**src/verilog/decode_pkg.sv**
```systemverilog
package decode_pkg;

    // RV32 major opcodes, bits [6:0] of the instruction
    typedef enum logic [6:0] {
        LUI      = 7'b0110111,
        AUIPC    = 7'b0010111,
        JAL      = 7'b1101111,
        JALR     = 7'b1100111,
        BRANCH   = 7'b1100011,
        LOAD     = 7'b0000011,
        STORE    = 7'b0100011,
        OP_IMM   = 7'b0010011,
        OP       = 7'b0110011,
        LOAD_FP  = 7'b0000111,
        STORE_FP = 7'b0100111,
        FMADD    = 7'b1000011,
        FMSUB    = 7'b1000111,
        FNMSUB   = 7'b1001011,
        FNMADD   = 7'b1001111,
        OP_FP    = 7'b1010011,
        SYSTEM   = 7'b1110011
    } opcode_e;

    // Immediate format
    typedef enum logic [2:0] {
        IMM_I,
        IMM_S,
        IMM_B,
        IMM_U,
        IMM_J
    } imm_sel_e;

    // Kind of PC-relative target
    typedef enum logic {
        TGT_JAL,
        TGT_BRANCH
    } target_sel_e;

    // Writeback packet, destination taken from inst[11:7]
    typedef struct packed {
        logic        regwen;
        logic        fpregwen;
        logic [31:0] inst;
        logic [31:0] wdata;
    } wb_t;

    // Decode to execute bundle
    typedef struct packed {
        logic [31:0] pc;
        logic [31:0] inst;
        logic [31:0] rd1;
        logic [31:0] rd2;
        logic [31:0] fd1;
        logic [31:0] fd2;
        logic [31:0] fd3;
        logic [31:0] imm;
        logic        br_taken;
    } id_ex_t;

    // addi x0, x0, 0
    localparam logic [31:0] NOP = 32'h0000_0013;

endpackage

```
**src/verilog/target_gen.sv**
```systemverilog
module target_gen (
    input  logic [31:0]             pc,
    input  logic [31:0]             imm,
    input  decode_pkg::target_sel_e sel,
    input  logic                    en,
    output logic [31:0]             target,
    output logic                    target_taken,
    output logic                    branch_taken
);

    import decode_pkg::*;

    logic backward;

    // Fetch uses the target only when target_taken is set
    assign target = pc + imm;

    // Negative offset means a backward branch
    assign backward = imm[31];

    // Jumps and backward branches predicted taken
    always_comb begin
        branch_taken = 1'b0;
        target_taken = 1'b0;
        if (en) begin
            case (sel)
                TGT_JAL: begin
                    target_taken = 1'b1;
                end
                TGT_BRANCH: begin
                    branch_taken = backward;
                    target_taken = backward;
                end
            endcase
        end
    end

endmodule

```
**config.mk**
```make
export PLATFORM = sky130hd
export DESIGN_NAME = target_gen
export DESIGN_NICKNAME = d
export VERILOG_FILES = /design/src/verilog/decode_pkg.sv /design/src/verilog/target_gen.sv
export SDC_FILE = /design/constraint.sdc
export NUM_CORES = 1
export LEC_CHECK = 0
export BUFFER_PORTS_ARGS = -buffer_cell sky130_fd_sc_hd__buf_2
export CAP_MARGIN = 20
export CORE_MARGIN = 2
export CORE_UTILIZATION = 40
export DETAILED_ROUTE_END_ITERATION = 8
export PLACE_DENSITY_LB_ADDON = 0.12
export SYNTH_ARGS = -nofsm -noshare
export SYNTH_HDL_FRONTEND = slang
export SYNTH_SLANG_ARGS = --single-unit
```
**constraint.sdc**
```tcl
create_clock -name vclk -period 4.65
set_input_delay 0.93 -clock vclk [all_inputs]
set_output_delay 0.93 -clock vclk [all_outputs]
set_load 0.02 [all_outputs]
```
# Word-level counts from Yosys, hierarchy flattened
# Index checks and enable logic that the tools add are counted.
# word_totals
regBits,0
wordCells,6
out_inout_bits,34
inputBits,66
# op_classes
addsub,1
n_mux,4
bitwise,1
# ops
operator,n
$add 32x32->32,1
$mux 1,3
$pmux 1 s2,1
$not 1->1,1

# Logic depth before layout (Yosys ltp)
# Gate-level depths: netlist of run 1.
# logic_depth
depth_word,3
ltp_mapped,8

# Worst setup path before layout of run 1
# OpenSTA, ideal clock, no wires.
# synth_timing
path_kind,input-to-output
from,input pc[0]
to,output target[28]
required_time_ns,3.720
setup_slack_ns,0.627
t_arrival_ns,3.093
stages,8
path_buffers,0
path_cell_list,ha_1 > fa_1 > a21o_1 > a311o_1 > nand4_1 > a211oi_1 > o2111a_1 > nor3_1
# synth_via
elab_chain_len,1
# synth_lines
element,line_no,text
from (decl),target_gen.sv:2,"input logic [31:0] pc,"
$add 32x32->32,target_gen.sv:16,assign target = pc + imm;
to (decl),target_gen.sv:6,"output logic [31:0] target,"
# No other way between the ends.

# Worst setup path after layout of run 1
# layout_timing
from,input pc[0]
to,output target[30]
# Same word-level chain as after synthesis.

==> qor.yml, run 1 <==
status: "complete, no violations"
rsz0062_at_grt: "no"
drive_gt1_share_pct: 31.0
setup_viol: 0
dr_total_vias: 2392
ir_drop_v: 0.0000690
synth_cell_types: 67
die_h_um: 75.8
diodes: 0
viasPerCell: 5.46
overflow: 0
fin_cells: 438
syn_area_sq_um: 2060
max_cap_viol_count: 0
dp_slack_ns: 0.337
cpPeakStageDelay_ns: 0.54
syn_area_per_cell_sq_um: 7.42
critPathLaunchType: "primary input"
slew_headroom_pct: 70.5
cp_cell_sequence: "buf_2 > ha_1 > fa_1 > a21o_1 > a311oi_1 > or4_4 > a2111oi_4 > or4_1 > nand4_1 > buf_2"
routed_wl_um: 5450
gp_congestion: 0.860
seq_cell_count: 0
cts_setup_buffers: 0
nets: 468
grt_pass1_wl_um: 8740
dieArea_sq_um: 5750
fmax_mhz: 228
clkbuf_count: 0
cts_resized: 0
regArea_sq_um: 0
min_path_type: "in -> out"
io_pins: 100
critical_path.max_fanout: 4
dpl.cell_count: 438
pwr_density_cell_nw_per_um2: 174
post_drt_wl_per_cell_um: 12.4
layout_min_cycle_time_ns: 4.39
dr.pass1.iters: 4
cp.arrival_ns: 3.46
critical_path_buf_inv_count: 2
tns_ns: 0
synth_most_common_cell: "ha_1"
worst_pin_slew_ns: 0.439
die_w_um: 75.8
crit_cells: 10
rows: 26
worst_ep_required_time_ns: 3.72
synth_top_cell_by_area: "ha_1"
whs_ns: 2.16
leakage_nw: 1.29
timing.critical_path.to: "target[30]"
fin_util_pct: 50.9
worstSetupPathType: "in -> out"
final_hold_viol_count: 0
setup_ws_ns: 0.257
min_from: "sel"
grt_max_degree: 12
antenna_left: 0
crit_path_start: "pc[0]"
syn_nets: 376
post-dp-hpwl_um: 4690
syn_to_final_growth_pct: 24.4
drt-initial-drc-count: 106
slew_viol_final: 0
end_kind: "primary output"
post-route-drc-count: 0
groute.usage.overall_pct: 18.4
synth_top_area_share_pct: 18.8
hold_buffers: 0
post-route-period-util_pct: 94.5
yosysWarnings: 0
crit_family: "simple AND/OR/NAND/NOR gates"
crit_top_cell: "buf_2"
antenna_found_initial: 0
grt_pass1_vias: 2028
io_buffer_count: 100
initial_core_util_pct: 40.9
ys_top_cells_by_count: "ha_1 (31), a21oi_1 (28), nand2_1 (20), nor2_1 (20), a21o_1 (14)"
critPathSlowestCell: "or4_1"
synthTopCellsByArea: "ha_1 (19%), a21oi_1 (6.8%), xnor2_1 (5.5%)"
syn-instance-count: 278
yosysSeqAreaShare_pct: 0
core_area_sq_um: 5040
## layer usage
| layer | vias to the layer above | GRT usage (%) | routed length [um] |
|---|---|---|---|
| li1 | 1263 | - | - |
| met3 | 0 | 0.397 | 285 |
| met2 | 66 | 33.1 | 2540 |
| met4 | 0 | 0 | 0 |
| met5 | - | 0 | 0 |
| met1 | 1063 | 25.8 | 2620 |
## worst min path at each step
stage | cells past startpoint | slack (ns) | endpoint
after detailed placement | 3 | 2.16 | target_taken
after floorplan | 1 | 2.05 | branch_taken
after global routing | 3 | 2.18 | target_taken
final | 3 | 2.16 | target_taken
after global placement | 3 | 2.15 | target_taken
after CTS | 3 | 2.16 | target_taken
## worst min-delay path, cell delays in order
cell      delay, ns
buf_2          0.08
a21boi_0       0.06
buf_2          0.15
## cells by family after synthesis
kind of cell,after synthesis,synth area share (%)
buffers and inverters,22,6.31
AND/OR/NAND/NOR,88,23.2
AO/OA/AOI/OAI,108,38.4
adder cells (fa/ha/maj),32,19.8
multiplexers,5,2.49
XOR/XNOR,23,9.76
## per-stage QoR
| step | area (sq um) | total power (W) |
|---|---|---|
| 6_report | 2570 | 0.000447 |
| 5_1_grt | 2570 | 0.000494 |
| 4_1_cts | 2570 | 0.000450 |
| 3_5_place_dp | 2570 | 0.000448 |
| 3_3_place_gp | 2570 | 0.000445 |
| 2_1_floorplan | 2060 | 0.000327 |
## layout by cell type (no fill, tap or decap), types with 6 or more instances in the layout
| master | n |
|---|---|
| buf_2 | 100 |
| a21oi_1 | 28 |
| ha_1 | 31 |
| nor2_1 | 20 |
| a211oi_1 | 6 |
| nand3_1 | 8 |
| a21o_1 | 14 |
| o21ai_0 | 11 |
| xnor2_1 | 13 |
| xor2_1 | 10 |
| inv_1 | 12 |
| nand2_1 | 20 |
## power breakdown
group	internal [W]	leakage (nW)	switching, W
Sequential	0	0	0
Combinational	0.000179	1.29	0.000268
Clock	0	0	0
Total	0.000179	1.29	0.000268
## layout make-up
| type | instances | area, sq um |
|---|---|---|
| Fill cell | 505 | 2480 |
| Multi-Input combinational cell | 256 | 1930 |
| Timing Repair Buffer | 100 | 500 |
| Tap cell | 70 | 87.6 |
| Inverter | 12 | 45.0 |
Power figures use the tool's default switching activity.
==> run 2, diff against run 1 <==
- MAX_ROUTING_LAYER: not set -> met4
==> run 2 against run 1 <==
Against the previous run:
- via count shrank 0.13%
- global-route usage grew 0.55 points
- core utilization did not move
- fmax unchanged
- hold slack stayed put
- routed wire length is 0.17% higher
- largest cell class unchanged
- non-clock buffer count did not move
==> qor.yml, run 2 (synthesis results as in run 1) <==
mostFrequentLayoutCells: "buf_2 (100), ha_1 (31), a21oi_1 (28)"
grt_max_degree: 12  # unchanged
antenna_left: 0  # unchanged
syn_to_final_growth_pct: 24.4  # unchanged
io_buffer_count: 100  # unchanged
setup_viol: 0  # unchanged
groute.usage.overall_pct: 18.9  # +0.55 points
initial_core_util_pct: 40.9  # unchanged
critPathLaunchType: "primary input"
critical_path.max_fanout: 4  # unchanged
clkbuf_count: 0  # unchanged
grt_pass1_wl_um: 8750  # about the same
die_h_um: 75.8  # unchanged
slew_viol_final: 0  # unchanged
fillCellCount: 505  # unchanged
rsz0062_at_grt: "no"
max_cap_viol_count: 0  # unchanged
crit_top_cell: "buf_2"
viasPerCell: 5.45  # -0.13%
min_path_cells: 3  # unchanged
slew_headroom_pct: 70.5  # unchanged
dr.pass1.iters: 4  # unchanged
post-route-drc-count: 0  # unchanged
seq_cell_count: 0  # unchanged
worst_ep_required_time_ns: 3.72  # about the same
drt-initial-drc-count: 103  # -2.8%
die_w_um: 75.8  # unchanged
post_drt_wl_per_cell_um: 12.5  # +0.17%
min_path_type: "in -> out"
status: "complete, no violations"
critical_path_buf_inv_count: 2  # unchanged
hold_buffers: 0  # unchanged
dieArea_sq_um: 5750  # unchanged
multi_input_area_sq_um: 1930  # unchanged
cts_resized: 0  # unchanged
cp_cell_sequence: "buf_2 > ha_1 > fa_1 > a21o_1 > a311oi_1 > or4_4 > a2111oi_4 > or4_1 > nand4_1 > buf_2"
antenna_found_initial: 0  # unchanged
worstSetupPathType: "in -> out"
final_hold_viol_count: 0  # unchanged
cts_setup_buffers: 0  # unchanged
drive_gt1_share_pct: 31.0  # unchanged
grt_pass1_vias: 2027  # -0.049%
io_pins: 100  # unchanged
critPathSlowestCell: "or4_1"
regArea_sq_um: 0  # unchanged
cpPeakStageDelay_ns: 0.54  # about the same
crit_cells: 10  # unchanged
post-dp-hpwl_um: 4690  # unchanged
ir_drop_v: 0.0000690  # about the same
cp.arrival_ns: 3.46  # about the same
gp_congestion: 0.874  # +1.6%
leakage_nw: 1.29  # unchanged
end_kind: "primary output"
finalPower_w: 0.000447  # about the same
diodes: 0  # unchanged
worst_pin_slew_ns: 0.439  # unchanged
post-route-period-util_pct: 94.5  # unchanged
final_common_cell: "buf_2"
overflow: 0  # unchanged
tns_ns: 0  # unchanged
core_area_sq_um: 5040  # unchanged
routed_wl_um: 5460  # +0.17%
nets: 468  # unchanged
crit_family: "simple AND/OR/NAND/NOR gates"
dr_total_vias: 2389  # -0.13%
fmax_mhz: 228  # unchanged
pwr_density_cell_nw_per_um2: 174  # about the same
layout_min_cycle_time_ns: 4.39  # unchanged
rows: 26  # unchanged
fin_util_pct: 50.9  # unchanged
## run 2: final cells by class
class / count / area share, %
multi-input cells: 256 / 75.3
inverters: 12 / 1.76
well taps: 70 / 3.41
repair buffers: 100 / 19.5
## run 2: path summary, 6_finish.rpt
kind / from / end / slack (ns)
setup / recovery: pc[0] / target[30] / 0.26
hold / removal: sel / target_taken / 2.16
## run 2: per-stage QoR
step | std cells | hold slack (ns) | instance area [sq um] | worst slack [ns]
after floorplan | 278 | 2.05 | 2060 | 0.627
after global placement | 438 | 2.15 | 2570 | 0.392
final | 438 | 2.16 | 2570 | 0.257
after CTS | 438 | 2.16 | 2570 | 0.318
after global routing | 438 | 2.18 | 2570 | 0.200
after detailed placement | 438 | 2.16 | 2570 | 0.337
## run 2: power by group
group	internal [W]	switching (W)	total, W
clock network	0	0	0
logic	0.000179	0.000268	0.000447
registers	0	0	0
total	0.000179	0.000268	0.000447
## run 2: metal layers
layer | routed length, um | vias to the layer above | GRT usage [%]
met5 | 0 | - | -
met4 | 0 | 0 | 0
met3 | 275 | 0 | 0.397
met2 | 2540 | 64 | 33.1
met1 | 2640 | 1062 | 25.8
li1 | - | 1263 | -
