**src/verilog/reg_file.sv**
```systemverilog
module reg_file (
    input  logic        clk,
    input  logic        we,
    input  logic [4:0]  ra1,
    input  logic [4:0]  ra2,
    input  logic [4:0]  wa,
    input  logic [31:0] wd,
    output logic [31:0] rd1,
    output logic [31:0] rd2
);

    logic [31:0] mem [32];

    // x0 is never stored
    always_ff @(posedge clk) begin
        if (we && (wa != 5'd0)) begin
            mem[wa] <= wd;
        end
    end

    // Combinational read with write-first bypass
    function automatic logic [31:0] read_port(input logic [4:0] ra);
        logic [31:0] data;
        if (ra == 5'd0) begin
            data = 32'd0;
        end else if (we && (wa == ra)) begin
            data = wd;
        end else begin
            data = mem[ra];
        end
        return data;
    endfunction

    always_comb begin
        rd1 = read_port(ra1);
        rd2 = read_port(ra2);
    end

endmodule

```
**config.mk**
```make
export PLATFORM = sky130hd
export DESIGN_NAME = reg_file
export DESIGN_NICKNAME = d
export VERILOG_FILES = /design/src/verilog/reg_file.sv
export SDC_FILE = /design/constraint.sdc
export NUM_CORES = 1
export LEC_CHECK = 0
export BUFFER_PORTS_ARGS = -buffer_cell sky130_fd_sc_hd__buf_2
export CAP_MARGIN = 20
export CORE_ASPECT_RATIO = 0.9
export CORE_MARGIN = 2
export CORE_UTILIZATION = 30
export CTS_CLUSTER_DIAMETER = 80
export DETAILED_ROUTE_END_ITERATION = 8
export GPL_TIMING_DRIVEN = 0
export PLACE_DENSITY = 0.55
export SLEW_MARGIN = 20
export SYNTH_ARGS = -nofsm -noshare
export SYNTH_HDL_FRONTEND = slang
export SYNTH_SLANG_ARGS = --single-unit
```
**constraint.sdc**
```tcl
create_clock -name clk -period 2.58 [get_ports clk]
set_input_delay 0 -clock clk [delete_from_list [all_inputs] [get_ports clk]]
set_output_delay 0 -clock clk [all_outputs]
set_load 0.005 [all_outputs]
```
### After elaboration in Yosys (flattened, before gate mapping)

Memories as Yosys holds them, arrays and structs flattened.
Index checks and enable logic that the tools add are counted.

* register bits after elaboration: 0
* RAM bits: 1024
* bits of input ports: 49
* memories kept: 1

Memories
* mem: words 32, bits a word 32, rd ports 2, clocked after memory_dff 0, wr ports 1, RTL line 12 `logic [31:0] mem [32];`

* equality and inequality tests: 2
* muxes and demuxes: 6
* reductions and logical operators: 6

Operator list (number)
* 32-bit two-way mux: 4
* 5-bit equality test: 2
* 5-bit zero test: 2
* 5-bit nonzero test: 1
* 1-bit logical AND: 3
* 1-bit two-way mux: 2

### Depth between registers and ports, before layout

* word-level depth: 4
* depth in mapped cells: 10
* gate-level depth less buffers: 5

### Worst setup path after synthesis

OpenSTA, ideal clock, no wires.

* path type: input to register
* start point: input port wa[0]
* end point: memory mem[20][0] (enable)
* data arrival time: 2156 ps
* slack: 3 ps
* stages: 4
* path through: clkbuf_1 -> or3b_2 -> clkbuf_1 -> nor2_1

* word-level cells in the longest chain between the ends: 4

RTL lines
* from (decl): RTL line 6 `input logic [4:0] wa,`
* 5-bit nonzero test: RTL line 16 `if (we && (wa != 5'd0)) begin`
* 1-bit logical AND: RTL line 16
* 1-bit two-way mux: RTL line 16
* 1-bit two-way mux (implied by the code): RTL line 17 `mem[wa] <= wd;`
* to (decl): RTL line 12

Several ways; a longest one is shown, not always the timed one.

==> run_summary.xml <==
<?xml version="1.0" encoding="UTF-8"?>
<metrics>
  <group name="cells_and_area">
    <metric name="reg_top3" unit="">mem: 1024 flops</metric>
    <metric name="fin_area" unit="sq um">58410</metric>
    <metric name="final_net_count" unit="">2934</metric>
    <metric name="layout-drive-gt1-share" unit="%">37.04</metric>
    <metric name="fin_util" unit="%">36.74</metric>
    <metric name="largest_register_ffs" unit="">1024</metric>
    <metric name="flow.area_growth_from_synthesis" unit="%">22.02</metric>
    <metric name="stdcell_count" unit="">5095</metric>
    <metric name="max_flop_register" unit="">mem</metric>
  </group>
  <group name="clock_network">
    <metric name="htree_num_levels" unit="">3</metric>
    <metric name="clk_pin_slew" unit="ps">60</metric>
    <metric name="cts.sink_count" unit="">1024</metric>
    <metric name="clock_tree.buffer_depth" unit="">3</metric>
    <metric name="cts_inserted_buffers" unit="">110</metric>
    <metric name="cts-root-buf" unit="">sky130_fd_sc_hd__clkbuf_16</metric>
    <metric name="cts_tree" unit="">yes</metric>
  </group>
  <group name="timing">
    <metric name="final_critical_path_setup_slack" unit="ps">-107.1</metric>
    <metric name="slew_viol_final" unit="">0</metric>
    <metric name="worst_slew_margin_rel" unit="%">25.43</metric>
    <metric name="worst_pin_slew" unit="ps">1119</metric>
    <metric name="unrepaired_setup_endpoints_after_global_routing" unit="">true</metric>
    <metric name="timing.final.setup_violations" unit="">20</metric>
    <metric name="timing.final.crit_period" unit="ps">2687</metric>
    <metric name="finalHoldViolations" unit="">0</metric>
    <metric name="min_period_over_period" unit="%">104.1</metric>
    <metric name="setup_tns" unit="ps">-1098</metric>
    <metric name="fmaxAchievable" unit="GHz">0.3722</metric>
  </group>
  <group name="grt">
    <metric name="vias_in_the_first_global_route" unit="">30550</metric>
    <metric name="pin_count_of_the_biggest_net_entering_global_routing" unit="">35</metric>
    <metric name="track_usage" unit="%">24.94</metric>
    <metric name="antenna_found_initial" unit="">19</metric>
    <metric name="globalRoute.totalOverflow" unit="">0</metric>
    <metric name="grt_pass1_wl" unit="mm">272.2</metric>
  </group>
  <group name="setup_path">
    <metric name="setup.worst_path.class" unit="">reg2out</metric>
    <metric name="critPathLaunchType" unit="">register</metric>
    <metric name="worstSetupEndpointType" unit="">output port</metric>
    <metric name="max_stage_delay_cell_worst_path" unit="">sky130_fd_sc_hd__mux4_2</metric>
    <metric name="timing.critical_path.slowest_cell_delay" unit="ps">480</metric>
    <metric name="worst_ep_required_time" unit="ps">2580</metric>
    <metric name="worst-path-max-fanout" unit="">2</metric>
    <metric name="worstPathCellList" unit="">mux4_2 &gt; mux2_4 &gt; a221oi_4 &gt; a2111oi_2 &gt; a21o_1 &gt; buf_2</metric>
    <metric name="critical_path_arrival" unit="ps">2690</metric>
  </group>
  <group name="logic_synthesis">
    <metric name="total_standard_cell_area_after_synthesis" unit="sq um">47870</metric>
    <metric name="ys_seq_area_share" unit="%">64.24</metric>
    <metric name="synthesis.yosys.warnings" unit="">0</metric>
    <metric name="synth_area_per_cell" unit="sq um">19.00</metric>
    <metric name="synth-seq-cells" unit="">1024</metric>
    <metric name="syn_inst" unit="">2520</metric>
    <metric name="count_of_flip_flops_with_a_built_in_enable_after_synthesis" unit="">1024</metric>
    <metric name="fraction_of_registers_with_async_set_reset" unit="%">0</metric>
    <metric name="yosys_most_used_dff" unit="">sky130_fd_sc_hd__edfxtp_1</metric>
    <metric name="netlist_cell_types" unit="">53</metric>
  </group>
  <group name="route">
    <metric name="drcViolationCount" unit="">0</metric>
    <metric name="avgViaCountPerCell" unit="">6.199</metric>
    <metric name="violation_count_after_the_first_detailed_routing_iteration" unit="">5466</metric>
    <metric name="postRouteWirelength" unit="mm">206.5</metric>
    <metric name="length_of_the_first_detailed_routing_pass_in_iterations" unit="">7</metric>
    <metric name="detailroute.via_count" unit="">31590</metric>
    <metric name="route.antenna.remaining_nets" unit="">0</metric>
    <metric name="drt-wirelength-per-cell" unit="um">40.52</metric>
  </group>
  <group name="die">
    <metric name="die_height" unit="um">383.0</metric>
    <metric name="floorplan.core_area" unit="sq um">159000</metric>
    <metric name="num_rows" unit="">139</metric>
    <metric name="die-area" unit="sq um">162800</metric>
    <metric name="floorplan.initialDensity" unit="%">30.11</metric>
    <metric name="die_width" unit="um">425.1</metric>
    <metric name="floorplan.io_pins" unit="">113</metric>
  </group>
  <group name="placement">
    <metric name="post_placement_cell_area" unit="sq um">53330</metric>
    <metric name="detailed_place_hpwl" unit="mm">139.9</metric>
    <metric name="placedCellCount" unit="">4848</metric>
    <metric name="routabilityCongestion" unit="">0.8924</metric>
    <metric name="dp_slack" unit="ps">-981.5</metric>
    <metric name="port_buffers" unit="">102</metric>
  </group>
  <group name="power">
    <metric name="seq_power_share" unit="%">48.4</metric>
    <metric name="power-per-cell-area" unit="nW/um^2">660.2</metric>
    <metric name="power.static_leakage" unit="nW">18.90</metric>
    <metric name="vdd_drop_max" unit="uV">551.3</metric>
    <metric name="switching_share" unit="%">25.37</metric>
    <metric name="cellInternalPower" unit="mW">28.78</metric>
    <metric name="p_clk_share" unit="%">40.1</metric>
    <metric name="power.share.combinational" unit="%">11.6</metric>
    <metric name="total_switching_power" unit="mW">9.784</metric>
  </group>
  <group name="outcome">
    <metric name="run_status" unit="">finished with violations</metric>
    <metric name="failed_checks" unit="">setup timing</metric>
  </group>
  <group name="job">
    <metric name="cap_viol_max_count" unit="">0</metric>
  </group>
  <group name="hold_path">
    <metric name="worst_hold_path_type" unit="">in2reg</metric>
  </group>
</metrics>
-- final cells by class --
class                           count  area [sq um]
Antenna cell                        5         12.51
Buffer                            206          1592
Clock buffer                      131          2874
Clock inverter                     71         536.8
Fill cell                       14660        100600
Inverter                            2         7.507
Multi-Input combinational cell   1316         17150
Sequential cell                  1024         30750
Tap cell                         2115          2646
Timing Repair Buffer              225          2838
-- Yosys cell counts (38+ instances only) --
master / instances / area share [%]
sky130_fd_sc_hd__a22o_1: 48 / 0.88
sky130_fd_sc_hd__mux2i_1: 210 / 4.4
sky130_fd_sc_hd__buf_2: 60 / 0.63
sky130_fd_sc_hd__o22ai_1: 41 / 0.54
sky130_fd_sc_hd__a21oi_1: 41 / 0.43
sky130_fd_sc_hd__edfxtp_1: 1024 / 64
sky130_fd_sc_hd__o21ai_0: 38 / 0.40
sky130_fd_sc_hd__a22oi_1: 81 / 1.3
sky130_fd_sc_hd__clkbuf_1: 78 / 0.61
sky130_fd_sc_hd__buf_4: 38 / 0.60
sky130_fd_sc_hd__nor2_1: 74 / 0.58
sky130_fd_sc_hd__mux4_2: 417 / 20
sky130_fd_sc_hd__nand2_1: 58 / 0.45
-- worst max-delay path: cells and delay by family, from the launching register on --
family	cells	cell delay, ps
buffers and inverters	1	140
multiplexers	2	810
flip-flops	1	380
AO/OA/AOI/OAI	3	610
-- power by group through the flow --
| stage | Combinational (mW) | Clock [mW] | Sequential, mW |
|---|---|---|---|
| finish | 4.46 | 15.4 | 18.7 |
| global route | 4.53 | 16.1 | 18.7 |
| CTS | 4.26 | 15.4 | 18.7 |
| detailed placement | 4.01 | 0 | 19.0 |
| global placement | 3.89 | 0 | 19.0 |
| floorplan | 2.00 | 0 | 19.0 |
-- worst paths after layout --
check,cells past startpoint,slack [ps],startpoint,end
max,6,-110,mem[27][1],rd1[1]
min,3,150,wa[2],mem[11][23]
-- per-stage QoR --
stage / hold WS, ps / power, mW
2_1_floorplan: 94.20 / 20.97
3_3_place_gp: 531.2 / 22.90
3_5_place_dp: 529.5 / 23.01
4_1_cts: 123.8 / 38.36
5_1_grt: 122.8 / 39.29
6_report: 145.9 / 38.56
-- routing by layer --
layer | vias up | routed length, um | share of wire, % | GRT usage (%)
met5 | - | 41 | 0.020 | 0
met4 | 6 | 14340 | 6.9 | 13.97
met3 | 622 | 25930 | 13 | 7.784
met2 | 2587 | 92910 | 45 | 37.99
met1 | 16720 | 73250 | 35 | 31.52
li1 | 11660 | - | - | -
-- repair_timing --
item	CTS	global route
setup endpoints to repair	64	55
pin swaps	21	23
setup buffers	7	4
hold endpoints to repair	1024	0
hold buffers	32	0
gates resized for setup	240	85
-- placed cells by master, fill, tap and decap left out, types with 10 or more instances in the layout --
master	Yosys	layout
sky130_fd_sc_hd__a2111oi_0	25	11
sky130_fd_sc_hd__a2111oi_4	0	10
sky130_fd_sc_hd__a211oi_1	19	19
sky130_fd_sc_hd__a21o_1	13	12
sky130_fd_sc_hd__a21oi_1	41	31
sky130_fd_sc_hd__a221oi_1	27	12
sky130_fd_sc_hd__a221oi_4	0	11
sky130_fd_sc_hd__a22o_1	48	48
sky130_fd_sc_hd__a22oi_1	81	76
sky130_fd_sc_hd__buf_12	0	28
sky130_fd_sc_hd__buf_16	0	47
sky130_fd_sc_hd__buf_2	60	118
sky130_fd_sc_hd__buf_4	38	75
sky130_fd_sc_hd__buf_6	19	35
sky130_fd_sc_hd__buf_8	1	18
sky130_fd_sc_hd__clkbuf_1	78	34
sky130_fd_sc_hd__clkbuf_16	0	112
sky130_fd_sc_hd__clkbuf_2	0	40
sky130_fd_sc_hd__clkbuf_4	0	17
sky130_fd_sc_hd__clkinv_1	0	29
sky130_fd_sc_hd__clkinv_2	0	24
sky130_fd_sc_hd__conb_1	1	32
sky130_fd_sc_hd__dlygate4sd3_1	0	32
sky130_fd_sc_hd__edfxtp_1	1024	1024
sky130_fd_sc_hd__mux2_2	30	20
sky130_fd_sc_hd__mux2_4	0	10
sky130_fd_sc_hd__mux2i_1	210	210
sky130_fd_sc_hd__mux4_2	417	417
sky130_fd_sc_hd__nand2_1	58	57
sky130_fd_sc_hd__nor2_1	74	39
sky130_fd_sc_hd__nor2_4	0	35
sky130_fd_sc_hd__nor2b_1	17	15
sky130_fd_sc_hd__o21ai_0	38	27
sky130_fd_sc_hd__o221ai_1	30	30
sky130_fd_sc_hd__o22ai_1	41	39
sky130_fd_sc_hd__xnor2_1	10	10
-- cell families after synthesis --
family                    count (synthesis)  share of synthesized area [%]
AOI/OAI and AO/OA                       415                          6.440
xor gates and xnor gates                 10                         0.1830
buffers and inverters                   211                          2.431
DFF                                    1024                          64.24
muxes                                   657                          24.72
other                                     1                       0.007834
and+or+nand+nor                         202                          1.986
(Power assumes the default switching activity.)
