## src/verilog/decode_pkg.sv

```systemverilog
package decode_pkg;

    // RV32 major opcodes, bits [6:0] of the instruction
    typedef enum logic [6:0] {
        LUI      = 7'b0110111,
        AUIPC    = 7'b0010111,
        JAL      = 7'b1101111,
        JALR     = 7'b1100111,
        BRANCH   = 7'b1100011,
        LOAD     = 7'b0000011,
        STORE    = 7'b0100011,
        OP_IMM   = 7'b0010011,
        OP       = 7'b0110011,
        LOAD_FP  = 7'b0000111,
        STORE_FP = 7'b0100111,
        FMADD    = 7'b1000011,
        FMSUB    = 7'b1000111,
        FNMSUB   = 7'b1001011,
        FNMADD   = 7'b1001111,
        OP_FP    = 7'b1010011,
        SYSTEM   = 7'b1110011
    } opcode_e;

    // Immediate format
    typedef enum logic [2:0] {
        IMM_I,
        IMM_S,
        IMM_B,
        IMM_U,
        IMM_J
    } imm_sel_e;

    // Kind of PC-relative target
    typedef enum logic {
        TGT_JAL,
        TGT_BRANCH
    } target_sel_e;

    // Writeback packet, destination taken from inst[11:7]
    typedef struct packed {
        logic        regwen;
        logic        fpregwen;
        logic [31:0] inst;
        logic [31:0] wdata;
    } wb_t;

    // Decode to execute bundle
    typedef struct packed {
        logic [31:0] pc;
        logic [31:0] inst;
        logic [31:0] rd1;
        logic [31:0] rd2;
        logic [31:0] fd1;
        logic [31:0] fd2;
        logic [31:0] fd3;
        logic [31:0] imm;
        logic        br_taken;
    } id_ex_t;

    // addi x0, x0, 0
    localparam logic [31:0] NOP = 32'h0000_0013;

endpackage

```

## src/verilog/imm_gen.sv

```systemverilog
module imm_gen (
    input  logic [31:0]          inst,
    input  decode_pkg::imm_sel_e sel,
    output logic [31:0]          imm
);

    import decode_pkg::*;

    logic sign;

    assign sign = inst[31];

    always_comb begin
        case (sel)
            IMM_S: begin
                imm = {{20{sign}}, inst[31:25], inst[11:7]};
            end
            // Branch offsets are always even
            IMM_B: begin
                imm = {{19{sign}}, sign, inst[7], inst[30:25], inst[11:8], 1'b0};
            end
            // Upper 20 bits, low 12 cleared
            IMM_U: begin
                imm = {inst[31:12], 12'd0};
            end
            IMM_J: begin
                imm = {{11{sign}}, sign, inst[19:12], inst[20], inst[30:21], 1'b0};
            end
            // I format, also the fallback for unused encodings
            default: begin
                imm = {{20{sign}}, inst[31:20]};
            end
        endcase
    end

endmodule

```

## config.mk

```make
export PLATFORM = sky130hd
export DESIGN_NAME = imm_gen
export DESIGN_NICKNAME = d
export VERILOG_FILES = /design/src/verilog/decode_pkg.sv /design/src/verilog/imm_gen.sv
export SDC_FILE = /design/constraint.sdc
export NUM_CORES = 1
export LEC_CHECK = 0
export ABC_AREA = 0
export BUFFER_PORTS_ARGS = -buffer_cell sky130_fd_sc_hd__buf_4
export CAP_MARGIN = 20
export CORE_MARGIN = 4
export CORE_UTILIZATION = 32
export DETAILED_ROUTE_END_ITERATION = 8
export PLACE_DENSITY = 0.8
export SYNTH_ARGS = -nofsm -noshare
export SYNTH_HDL_FRONTEND = slang
export SYNTH_SLANG_ARGS = --single-unit
```

## constraint.sdc

```tcl
create_clock -name vclk -period 0.85
set_input_delay 0.085 -clock vclk [all_inputs]
set_output_delay 0.085 -clock vclk [all_outputs]
set_load 0.02 [all_outputs]
```

==> Word level (Yosys, flattened, before mapping) <==
Index checks and enable logic that the tools add are counted.
{ "word_totals": {"ff_bits": 0, "in_bits": 35, "elab_cells": 5} }
{ "classes": {"eq_ne": 4, "muxes": 1} }
{ "op_table": {"columns": ["cell", "n"], "rows": [
  ["one-hot mux 31 bit (4 select lines)", 1],
  ["equality test 3 x 2 -> 1 bit (second input constant)", 2],
  ["equality test 3 x 1 -> 1 bit (second input constant)", 1],
  ["equality test 3 bit (second input constant)", 1]
]} }

==> Longest topological paths before layout <==
Gate-level depths: netlist of the first run.
{ "depth": {"depth_word": 2, "ltp_mapped": 5} }

==> Least setup slack after synthesis of the first run <==
OpenSTA, ideal clock, no wires.
{ "synth_timing": {"path_kind": "input to output", "from": "input port sel[2]", "to": "output port imm[12]", "path_stages": 4, "t_required_ns": 0.765, "n_path_buf": 1, "slack_ns": -0.301, "arrival_ns": 1.066, "path_cell_list": "or3b_1 clkbuf_1 nor2_1 a211oi_1"} }
{ "synth_via": {"elab_chain_cells": 2, "word_cells_on_any_way": 5, "classes_between": "eq/ne (4); mux (1)"} }
{ "synth_rtl": {"columns": ["element", "line_no", "rtl"], "rows": [
  ["start, declared", "imm_gen.sv:3", "input decode_pkg::imm_sel_e sel,"],
  ["equality test 3 bit (tied with other cells)", "imm_gen.sv:14", "case (sel)"],
  ["one-hot mux 31 bit (4 select lines) *", "imm_gen.sv:14", null],
  ["end, declared", "imm_gen.sv:4", "output logic [31:0] imm"]
]} }
Every way passes the cells marked *; elsewhere a longest branch is shown, timed or not.

==> Final worst setup path of the first run <==
{ "layout_timing": {"from": "input port sel[2]", "to": "output port imm[25]"} }
Same word-level chain as after synthesis.

==> summary.md, run 1 <==
| Metric | Value |
|---|---|
| RePlAce Congestion | 0.723 |
| Final setup vio count | 31 |
| Critical path arrival | 1.03 ns |
| Routed Antenna Nets | 0 |
| Sequential Area | 0 um2 |
| Placed insts | 177 |
| Minimum clock period | 1.12 ns |
| Number of detailed-route iterations in the first pass | 4 |
| Gr usage total | 23.7% |
| Die width | 51.0 um |
| Failing checks | negative setup slack |
| Ys Warns | 0 |
| Clock Buffer Count | 0 |
| RSZ-0062 raised after global routing | true |
| Syn nets | 125 |
| Final hold violations | 0 |
| CP startpoint | sel[2] |
| CP max FO | 6 |
| Initial Util | 33.9% |
| Vias in the first global route | 1018 |
| Cell Rows | 15 |
| Setup CP Type | input pin to output pin |
| Leakage | 0.714 nW |
| Cells after Synth | 90 |
| Yosys top cell area share | 14.0% |
| PnR worst setup slack | -0.270 ns |
| GRT overflow | 0 |
| First-pass GRT wire length | 4950 um |
| CP endpoint | imm[25] |
| Max-slew headroom | 85.6% |
| DRC Markers | 0 |
| Mapped Avg Cell Area | 6.58 um2 |
| DP Area | 0.00119 mm2 |
| HPWL after DPL | 2160 um |
| Final sequential cell count | 0 |
| Library cells used by synthesis | 25 |
| Commonest non-fill, non-tap cell in the layout | buf_4 |
| Highest metal used | met4 |
| WL met2 | 1580 um |
| Final worst path period share | 132% |
| WL per Instance | 16.3 um |
| Data required time of the worst path | 0.76 ns |
| Fin Setup TNS | -6.69 ns |
| Max Freq | 0.893 GHz |
| Fin area | 0.00138 mm2 |
| Status | finished, violations left |
| Worst slew pin tran | 0.213 ns |
| Share of layout cells above drive strength 1 | 67.9% |
| Full die area | 0.00260 mm2 |
| Min Hold Slack | 0.482 ns |
| Worst hold-check path type | input pin to output pin |
| Port Buf Inserts | 60 |
| Register area share after synthesis | 0% |
| Max VDD drop | 0.000382 V |
| Die Y-Extent | 51.0 um |
| Antenna violations before repair | 0 |
| Area Growth Syn to Fin | 133% |
| Met3 wire len | 207 um |
| Pin count of the biggest net entering global routing | 14 |
| Metal-1 WL | 1130 um |
| Post-Route Utilization | 79.1% |
| Max capacitance violation total | 0 |
| Count of non-filler cells in the finished layout | 184 |
| Hold buffers post-CTS | 0 |
| Via density | 5.43 |
| Power density cells | 710 mW/mm2 |
| Post-Syn Area | 592 um2 |
| Diode count | 0 |
| Core box area | 0.00175 mm2 |
| DR vias | 999 |
| Synth area leaders | a21o_1, a211oi_1, nor2b_1 |
| Final WL | 2990 um |
| DRT iter0 DRCs | 10 |
| Total I/O pin count | 67 |
| Area leader, netlist | a21o_1 |
| Final net count | 196 |
| Endpoint class of the critical path | output pin |
| Commonest cells after routing, fill and taps aside | buf_4, buf_6, a21o_1 |
| Critical path launch point type | input pin |
| Final Max Tran Viols | 0 |
[through the flow]
stage	total power, mW	setup slack (ns)
floorplan	0.457	-0.144
global placement	0.833	-0.335
detailed placement	0.859	-0.362
CTS	0.949	-0.276
global route	1.04	-0.319
finish	0.981	-0.270
[kinds of logic after synthesis]
family / Yosys count / share of synthesized area [%]
AOI/OAI and AO/OA: 42 / 47.1
buffers and inverters: 14 / 13.3
muxes: 2 / 3.38
and+or+nand+nor: 32 / 36.2
[layer usage]
layer  up-vias  global-route usage [%]
met3         6                    3.21
met4         0                    7.17
met5         -                       0
met1       465                    26.1
met2        49                    45.9
li1        479                       -
[critical path, stage by stage]
cell,delay (ns)
buf_8,0.11
and3b_2,0.30
nor2b_2,0.07
buf_6,0.13
a21o_1,0.17
buf_4,0.16
[power by group]
group	switching, mW	internal [mW]	leakage, nW
clock network	0	0	0
logic	0.470	0.511	0.714
registers	0	0	0
[layout make-up]
cell class         instances  area [um2]
fillers                  126         364
repair buffers            81         731
multi-input cells         76         612
inverters                  2        7.51
well taps                 25        31.3
[worst min path at each step]
stage	to	slack, ns	from	cells after the start
final	imm[20]	0.48	inst[20]	3
after detailed placement	imm[29]	0.48	inst[29]	3
after global routing	imm[20]	0.49	inst[20]	3
after CTS	imm[25]	0.48	inst[25]	3
after global placement	imm[25]	0.47	inst[25]	3
after floorplan	imm[31]	0.28	inst[31]	1
[synth_stat cells (all sizes together)]
cell type and count:
o21ai 6, mux2i 2, a211oi 8, and4bb 2
nor4bb 1, or3b 1, clkbuf 3, a21oi 6
o22ai 8, nor2b 9, inv 2, and3b 4
a21o 11, a22o 2, nor3 1, nor2 8
buf 9, or3 1, nand2 3, a32oi 1
nand2b 2
[timing repair]
action / CTS / global route
pin swaps: 10 / 8
endpoints found under the setup margin: 31 / 31
setup buffers: 5 / 1
resized for setup: 27 / 9
cloned: 2 / 0
(Power assumes the default switching activity.)
==> inputs of run 2 (changes only) <==
RECOVER_POWER = 25   (was default)
==> run 2 against run 1 <==
The run still ends with negative setup slack left; worst setup slack better by 0.0030 ns; highest routed layer unchanged; first-iteration DRC count unchanged; critical path depth unchanged; fmax up 0.26%; combinational power about the same.
==> summary.md, run 2 (synthesis gave the netlist of run 1 again) <==
| Metric | Value |
|---|---|
| Critical path launch point type | input pin |
| Final net count | 196 (unchanged) |
| Fin Setup TNS | -6.64 ns (+0.0424 ns) |
| Final setup vio count | 31 (unchanged) |
| Via density | 5.48 (+1.0%) |
| First-pass GRT wire length | 4950 um (unchanged) |
| Filler cell count in the final layout | 127 (+0.79%) |
| Final sequential cell count | 0 (unchanged) |
| Max Freq | 0.896 GHz (+0.26%) |
| RSZ-0062 raised after global routing | true |
| DRT iter0 DRCs | 10 (unchanged) |
| GRT overflow | 0 (unchanged) |
| Power density cells | 709 mW/mm2 (-0.13%) |
| Gr usage total | 23.7% (unchanged) |
| Die Y-Extent | 51.0 um (unchanged) |
| CP max FO | 6 (unchanged) |
| HPWL after DPL | 2160 um (unchanged) |
| Worst hold-check path type | input pin to output pin |
| WL per Instance | 16.1 um (-0.74%) |
| Pin count of the biggest net entering global routing | 14 (unchanged) |
| DP Worst Slack | -0.362 ns (unchanged) |
| Leakage | 0.713 nW (about the same) |
| Worst slew pin tran | 0.213 ns (-0.000000596 ns) |
| Hold buffers post-CTS | 0 (unchanged) |
| PnR worst setup slack | -0.267 ns (+0.00295 ns) |
| Final WL | 2970 um (-0.74%) |
| Routed Antenna Nets | 0 (unchanged) |
| Tot Pwr | 978 uW (-0.32%) |
| Total I/O pin count | 67 (unchanged) |
| Setup CP Type | input pin to output pin |
| Vias in the first global route | 1018 (unchanged) |
| Minimum clock period | 1.12 ns (-0.00295 ns) |
| Status | finished, violations left |
| Endpoint class of the critical path | output pin |
| Sequential Area | 0 um2 (unchanged) |
| Clock Buffer Count | 0 (unchanged) |
| Diode count | 0 (unchanged) |
| Die width | 51.0 um (unchanged) |
| Max VDD drop | 0.000382 V (about the same) |
| Full die area | 0.00260 mm2 (unchanged) |
| Cell Rows | 15 (unchanged) |
| Core box area | 0.00175 mm2 (unchanged) |
| Initial Util | 33.9% (unchanged) |
| RePlAce Congestion | 0.723 (unchanged) |
| Failing checks | negative setup slack |
| Max-slew headroom | 85.6% (unchanged) |
| Data required time of the worst path | 0.76 ns (about the same) |
| Number of detailed-route iterations in the first pass | 4 (unchanged) |
| Slowest cell on crit path | and3b_2 |
| Final hold violations | 0 (unchanged) |
| Fin area | 0.00138 mm2 (-0.18%) |
| Multi-input logic area | 612 um2 (unchanged) |
| Max capacitance violation total | 0 (unchanged) |
| DRC Markers | 0 (unchanged) |
| DP Area | 0.00119 mm2 (unchanged) |
| Commonest non-fill, non-tap cell in the layout | buf_4 |
| DR vias | 1009 (+1.0%) |
| Area Growth Syn to Fin | 133% |
| Cell chain of the critical path | buf_8 > and3b_2 > nor2b_2 > buf_6 > a21o_1 > buf_4 |
| Port Buf Inserts | 60 (unchanged) |
| Antenna violations before repair | 0 (unchanged) |
| Final Max Tran Viols | 0 (unchanged) |
| Min Hold Slack | 0.482 ns (+0.000257 ns) |
| Slowest stage delay, CP | 0.30 ns (about the same) |
| Critical path arrival | 1.03 ns (about the same) |
| Final worst path period share | 131% (-0.35 points) |
| Share of layout cells above drive strength 1 | 67.9% (unchanged) |
| Commonest cells after routing, fill and taps aside | buf_4, buf_6, a21o_1 |
-- run 2: cell types whose count changed in the layout (fill, tap and decap cells not counted), sizes merged --
cell	before	now
clkbuf	0	1
buf	80	79
-- run 2: layout make-up --
type                       instances  area share (%)
inverter                           2           0.544
tap                               25            2.27
multi-input combinational         76            44.4
timing repair buffer              81            52.8
-- run 2: critical path, delay by kind of cell --
family,cells,cell delay [ns]
AO/OA/AOI/OAI,1,0.17
buffers and inverters,3,0.40
AND/OR/NAND/NOR,2,0.37
-- run 2: power by group --
group	internal [mW]	switching, mW	total (mW)
Sequential	0	0	0
Combinational	0.509	0.469	0.978
Clock	0	0	0
Total	0.509	0.469	0.978
-- run 2: metal layers --
layer,track usage [%],vias to the layer above,share of wire (%)
met5,0,-,0
met4,7.17,0,2.6
met1,26.1,466,36
met3,3.21,8,7.9
met2,45.9,54,53
li1,-,481,-
-- run 2: path summary, 6_finish.rpt --
kind | startpoint | slack [ns] | cells past startpoint | end
worst max-delay path | sel[2] | -0.27 | 6 | imm[25]
worst min-delay path | inst[27] | 0.48 | 3 | imm[27]
-- run 2: repair_timing --
| action | 4_1_cts | 5_1_grt |
|---|---|---|
| endpoints found under the setup margin | 31 | 31 |
| gates resized for setup | 27 | 9 |
| buffers inserted | 5 | 1 |
| gates cloned | 2 | 0 |
| pin swaps | 10 | 8 |
-- run 2: metrics by stage --
stage | instances | utilization [%]
after floorplan | 90 | -
after global placement | 177 | 68.2
after detailed placement | 177 | 68.2
after CTS | 183 | 77.2
after global routing | 184 | 79.0
final | 184 | 79.0
==> inputs of run 3 (changes only) <==
CORE_MARGIN = 2   (was 4)
==> run 3 against run 2 <==
The run still ends with negative setup slack left; power down 11%; first-iteration DRC count unchanged; worst setup slack lost 0.0076 ns; flip-flop and latch count unchanged.
==> summary.md, run 3 (synthesis gave the netlist of run 1 again) <==
| Metric | Value |
|---|---|
| Switch Pwr | 431 uW (-8.0%) |
| DRC Markers | 0 (unchanged) |
| Sw Share | 49.4% (+1.5 points) |
| Cell Rows | 15 (unchanged) |
| Worst hold-check path type | input pin to output pin |
| Routed Antenna Nets | 0 (unchanged) |
| Power density cells | 706 mW/mm2 (-0.52%) |
| Hold buffers post-CTS | 0 (unchanged) |
| Setup CP Type | input pin to output pin |
| Status | finished, violations left |
| Commonest cells after routing, fill and taps aside | buf_4, a21o_1, o22ai_1, a211oi_2 |
| Gr usage total | 18.9% (-4.8 points) |
| Final WL | 2210 um (-26%) |
| Final worst path period share | 132% (+0.90 points) |
| Leakage | 0.626 nW (-12%) |
| Pin count of the biggest net entering global routing | 18 (+4) |
| Max Freq | 0.890 GHz (-0.68%) |
| Max capacitance violation total | 0 (unchanged) |
| Minimum clock period | 1.12 ns (+0.00761 ns) |
| Clock network power share | 0% (unchanged) |
| DRT iter0 DRCs | 10 (unchanged) |
| Initial Util | 34.3% (+0.37 points) |
| Final setup vio count | 31 (unchanged) |
| Critical path's top delay family | buffers and inverters |
| Fin Setup TNS | -6.19 ns (+0.450 ns) |
| Core box area | 0.00173 mm2 (-1.1%) |
| Fin area | 0.00124 mm2 (-10%) |
| Final sequential cell count | 0 (unchanged) |
| Worst slew pin tran | 0.217 ns (+0.00396 ns) |
| First-pass GRT wire length | 3160 um (-36%) |
| Final Max Tran Viols | 0 (unchanged) |
| Vias in the first global route | 717 (-30%) |
| Critical path arrival | 1.04 ns (about the same) |
| Tot Pwr | 872 uW (-11%) |
| DR vias | 901 (-11%) |
| Share of layout cells above drive strength 1 | 64.9% (-3.1 points) |
| Multi-input logic area | 617 um2 (+0.82%) |
| Slowest cell on crit path | and3b_2 |
| PnR worst setup slack | -0.274 ns (-0.00761 ns) |
| RePlAce Congestion | 0.856 (+18%) |
| Buf/Inv on CP | 3 (unchanged) |
| Commonest non-fill, non-tap cell in the layout | buf_4 |
| Critical path launch point type | input pin |
| CP max FO | 6 (unchanged) |
| Sequential Area | 0 um2 (unchanged) |
| Max-slew headroom | 85.3% (-0.28 points) |
| HPWL after DPL | 1760 um (-19%) |
| GRT overflow | 0 (unchanged) |
| Cell chain of the critical path | buf_8 > and3b_2 > nor3_4 > buf_6 > a211oi_2 > buf_4 |
| Die Y-Extent | 47.0 um (-7.8%) |
| Failing checks | negative setup slack |
| Slowest stage delay, CP | 0.28 ns (-0.02 ns) |
| Register share of total power | 0% (unchanged) |
| DP Area | 0.00115 mm2 (-3.2%) |
| Filler cell count in the final layout | 144 (+13%) |
| Endpoint class of the critical path | output pin |
| Combinational share of power | 100.0% (about the same) |
| Area Growth Syn to Fin | 109% |
| Max VDD drop | 0.000363 V (-5.0%) |
| Min Hold Slack | 0.474 ns (-0.00794 ns) |
| Antenna violations before repair | 0 (unchanged) |
| Count of non-filler cells in the finished layout | 173 (-6.0%) |
| Full die area | 0.00221 mm2 (-15%) |
| Clock Buffer Count | 0 (unchanged) |
| WL per Instance | 12.7 um (-21%) |
| Diode count | 0 (unchanged) |
| Total I/O pin count | 67 (unchanged) |
| Number of detailed-route iterations in the first pass | 5 (+1) |
| Placed insts | 172 (-2.8%) |
| RSZ-0062 raised after global routing | true |
| Port Buf Inserts | 60 (unchanged) |
| Die width | 47.0 um (-7.8%) |
| Total internal power | 441 uW (-13%) |
| Via density | 5.21 (-5.0%) |
| Final net count | 185 (-5.6%) |
| Data required time of the worst path | 0.76 ns (about the same) |
| Final hold violations | 0 (unchanged) |
[run 3: worst paths after layout]
| path | slack (ns) | to | cells past startpoint | from |
|---|---|---|---|---|
| setup / recovery | -0.27 | imm[15] | 6 | sel[2] |
| hold / removal | 0.47 | imm[25] | 3 | inst[25] |
[run 3: layer usage]
metal	vias up	track usage, %	share of wire (%)
met4	0	0	0
met3	0	2.69	12
met5	-	0	0
li1	455	-	-
met1	400	21.9	38
met2	46	38.4	51
[run 3: power by group through the flow]
stage | Sequential, mW | Combinational (mW) | Clock (mW)
after CTS | 0 | 0.863 | 0
after floorplan | 0 | 0.457 | 0
after detailed placement | 0 | 0.832 | 0
after global routing | 0 | 0.931 | 0
final | 0 | 0.872 | 0
after global placement | 0 | 0.818 | 0
[run 3: layout make-up]
type	count	share of cell area, %
inverter	2	0.607
multi-input combinational	76	49.9
tap	25	2.53
timing repair buffer	70	47.0
[run 3: worst min-delay path, cell delays in order]
cell	delay (ns)
buf_4	0.08
a21o_1	0.09
buf_4	0.13
[run 3: metrics by stage]
stage	setup WS [ns]	util, %
6_report	-0.274	71.6
5_1_grt	-0.306	71.6
4_1_cts	-0.241	70.0
3_5_place_dp	-0.365	66.8
3_3_place_gp	-0.325	66.8
2_1_floorplan	-0.144	-
[run 3: what timing repair did]
action | CTS | global route
buffers inserted | 2 | 0
endpoints found under the setup margin | 31 | 31
pin swaps | 8 | 7
cloned | 0 | 0
gates resized for setup | 19 | 6
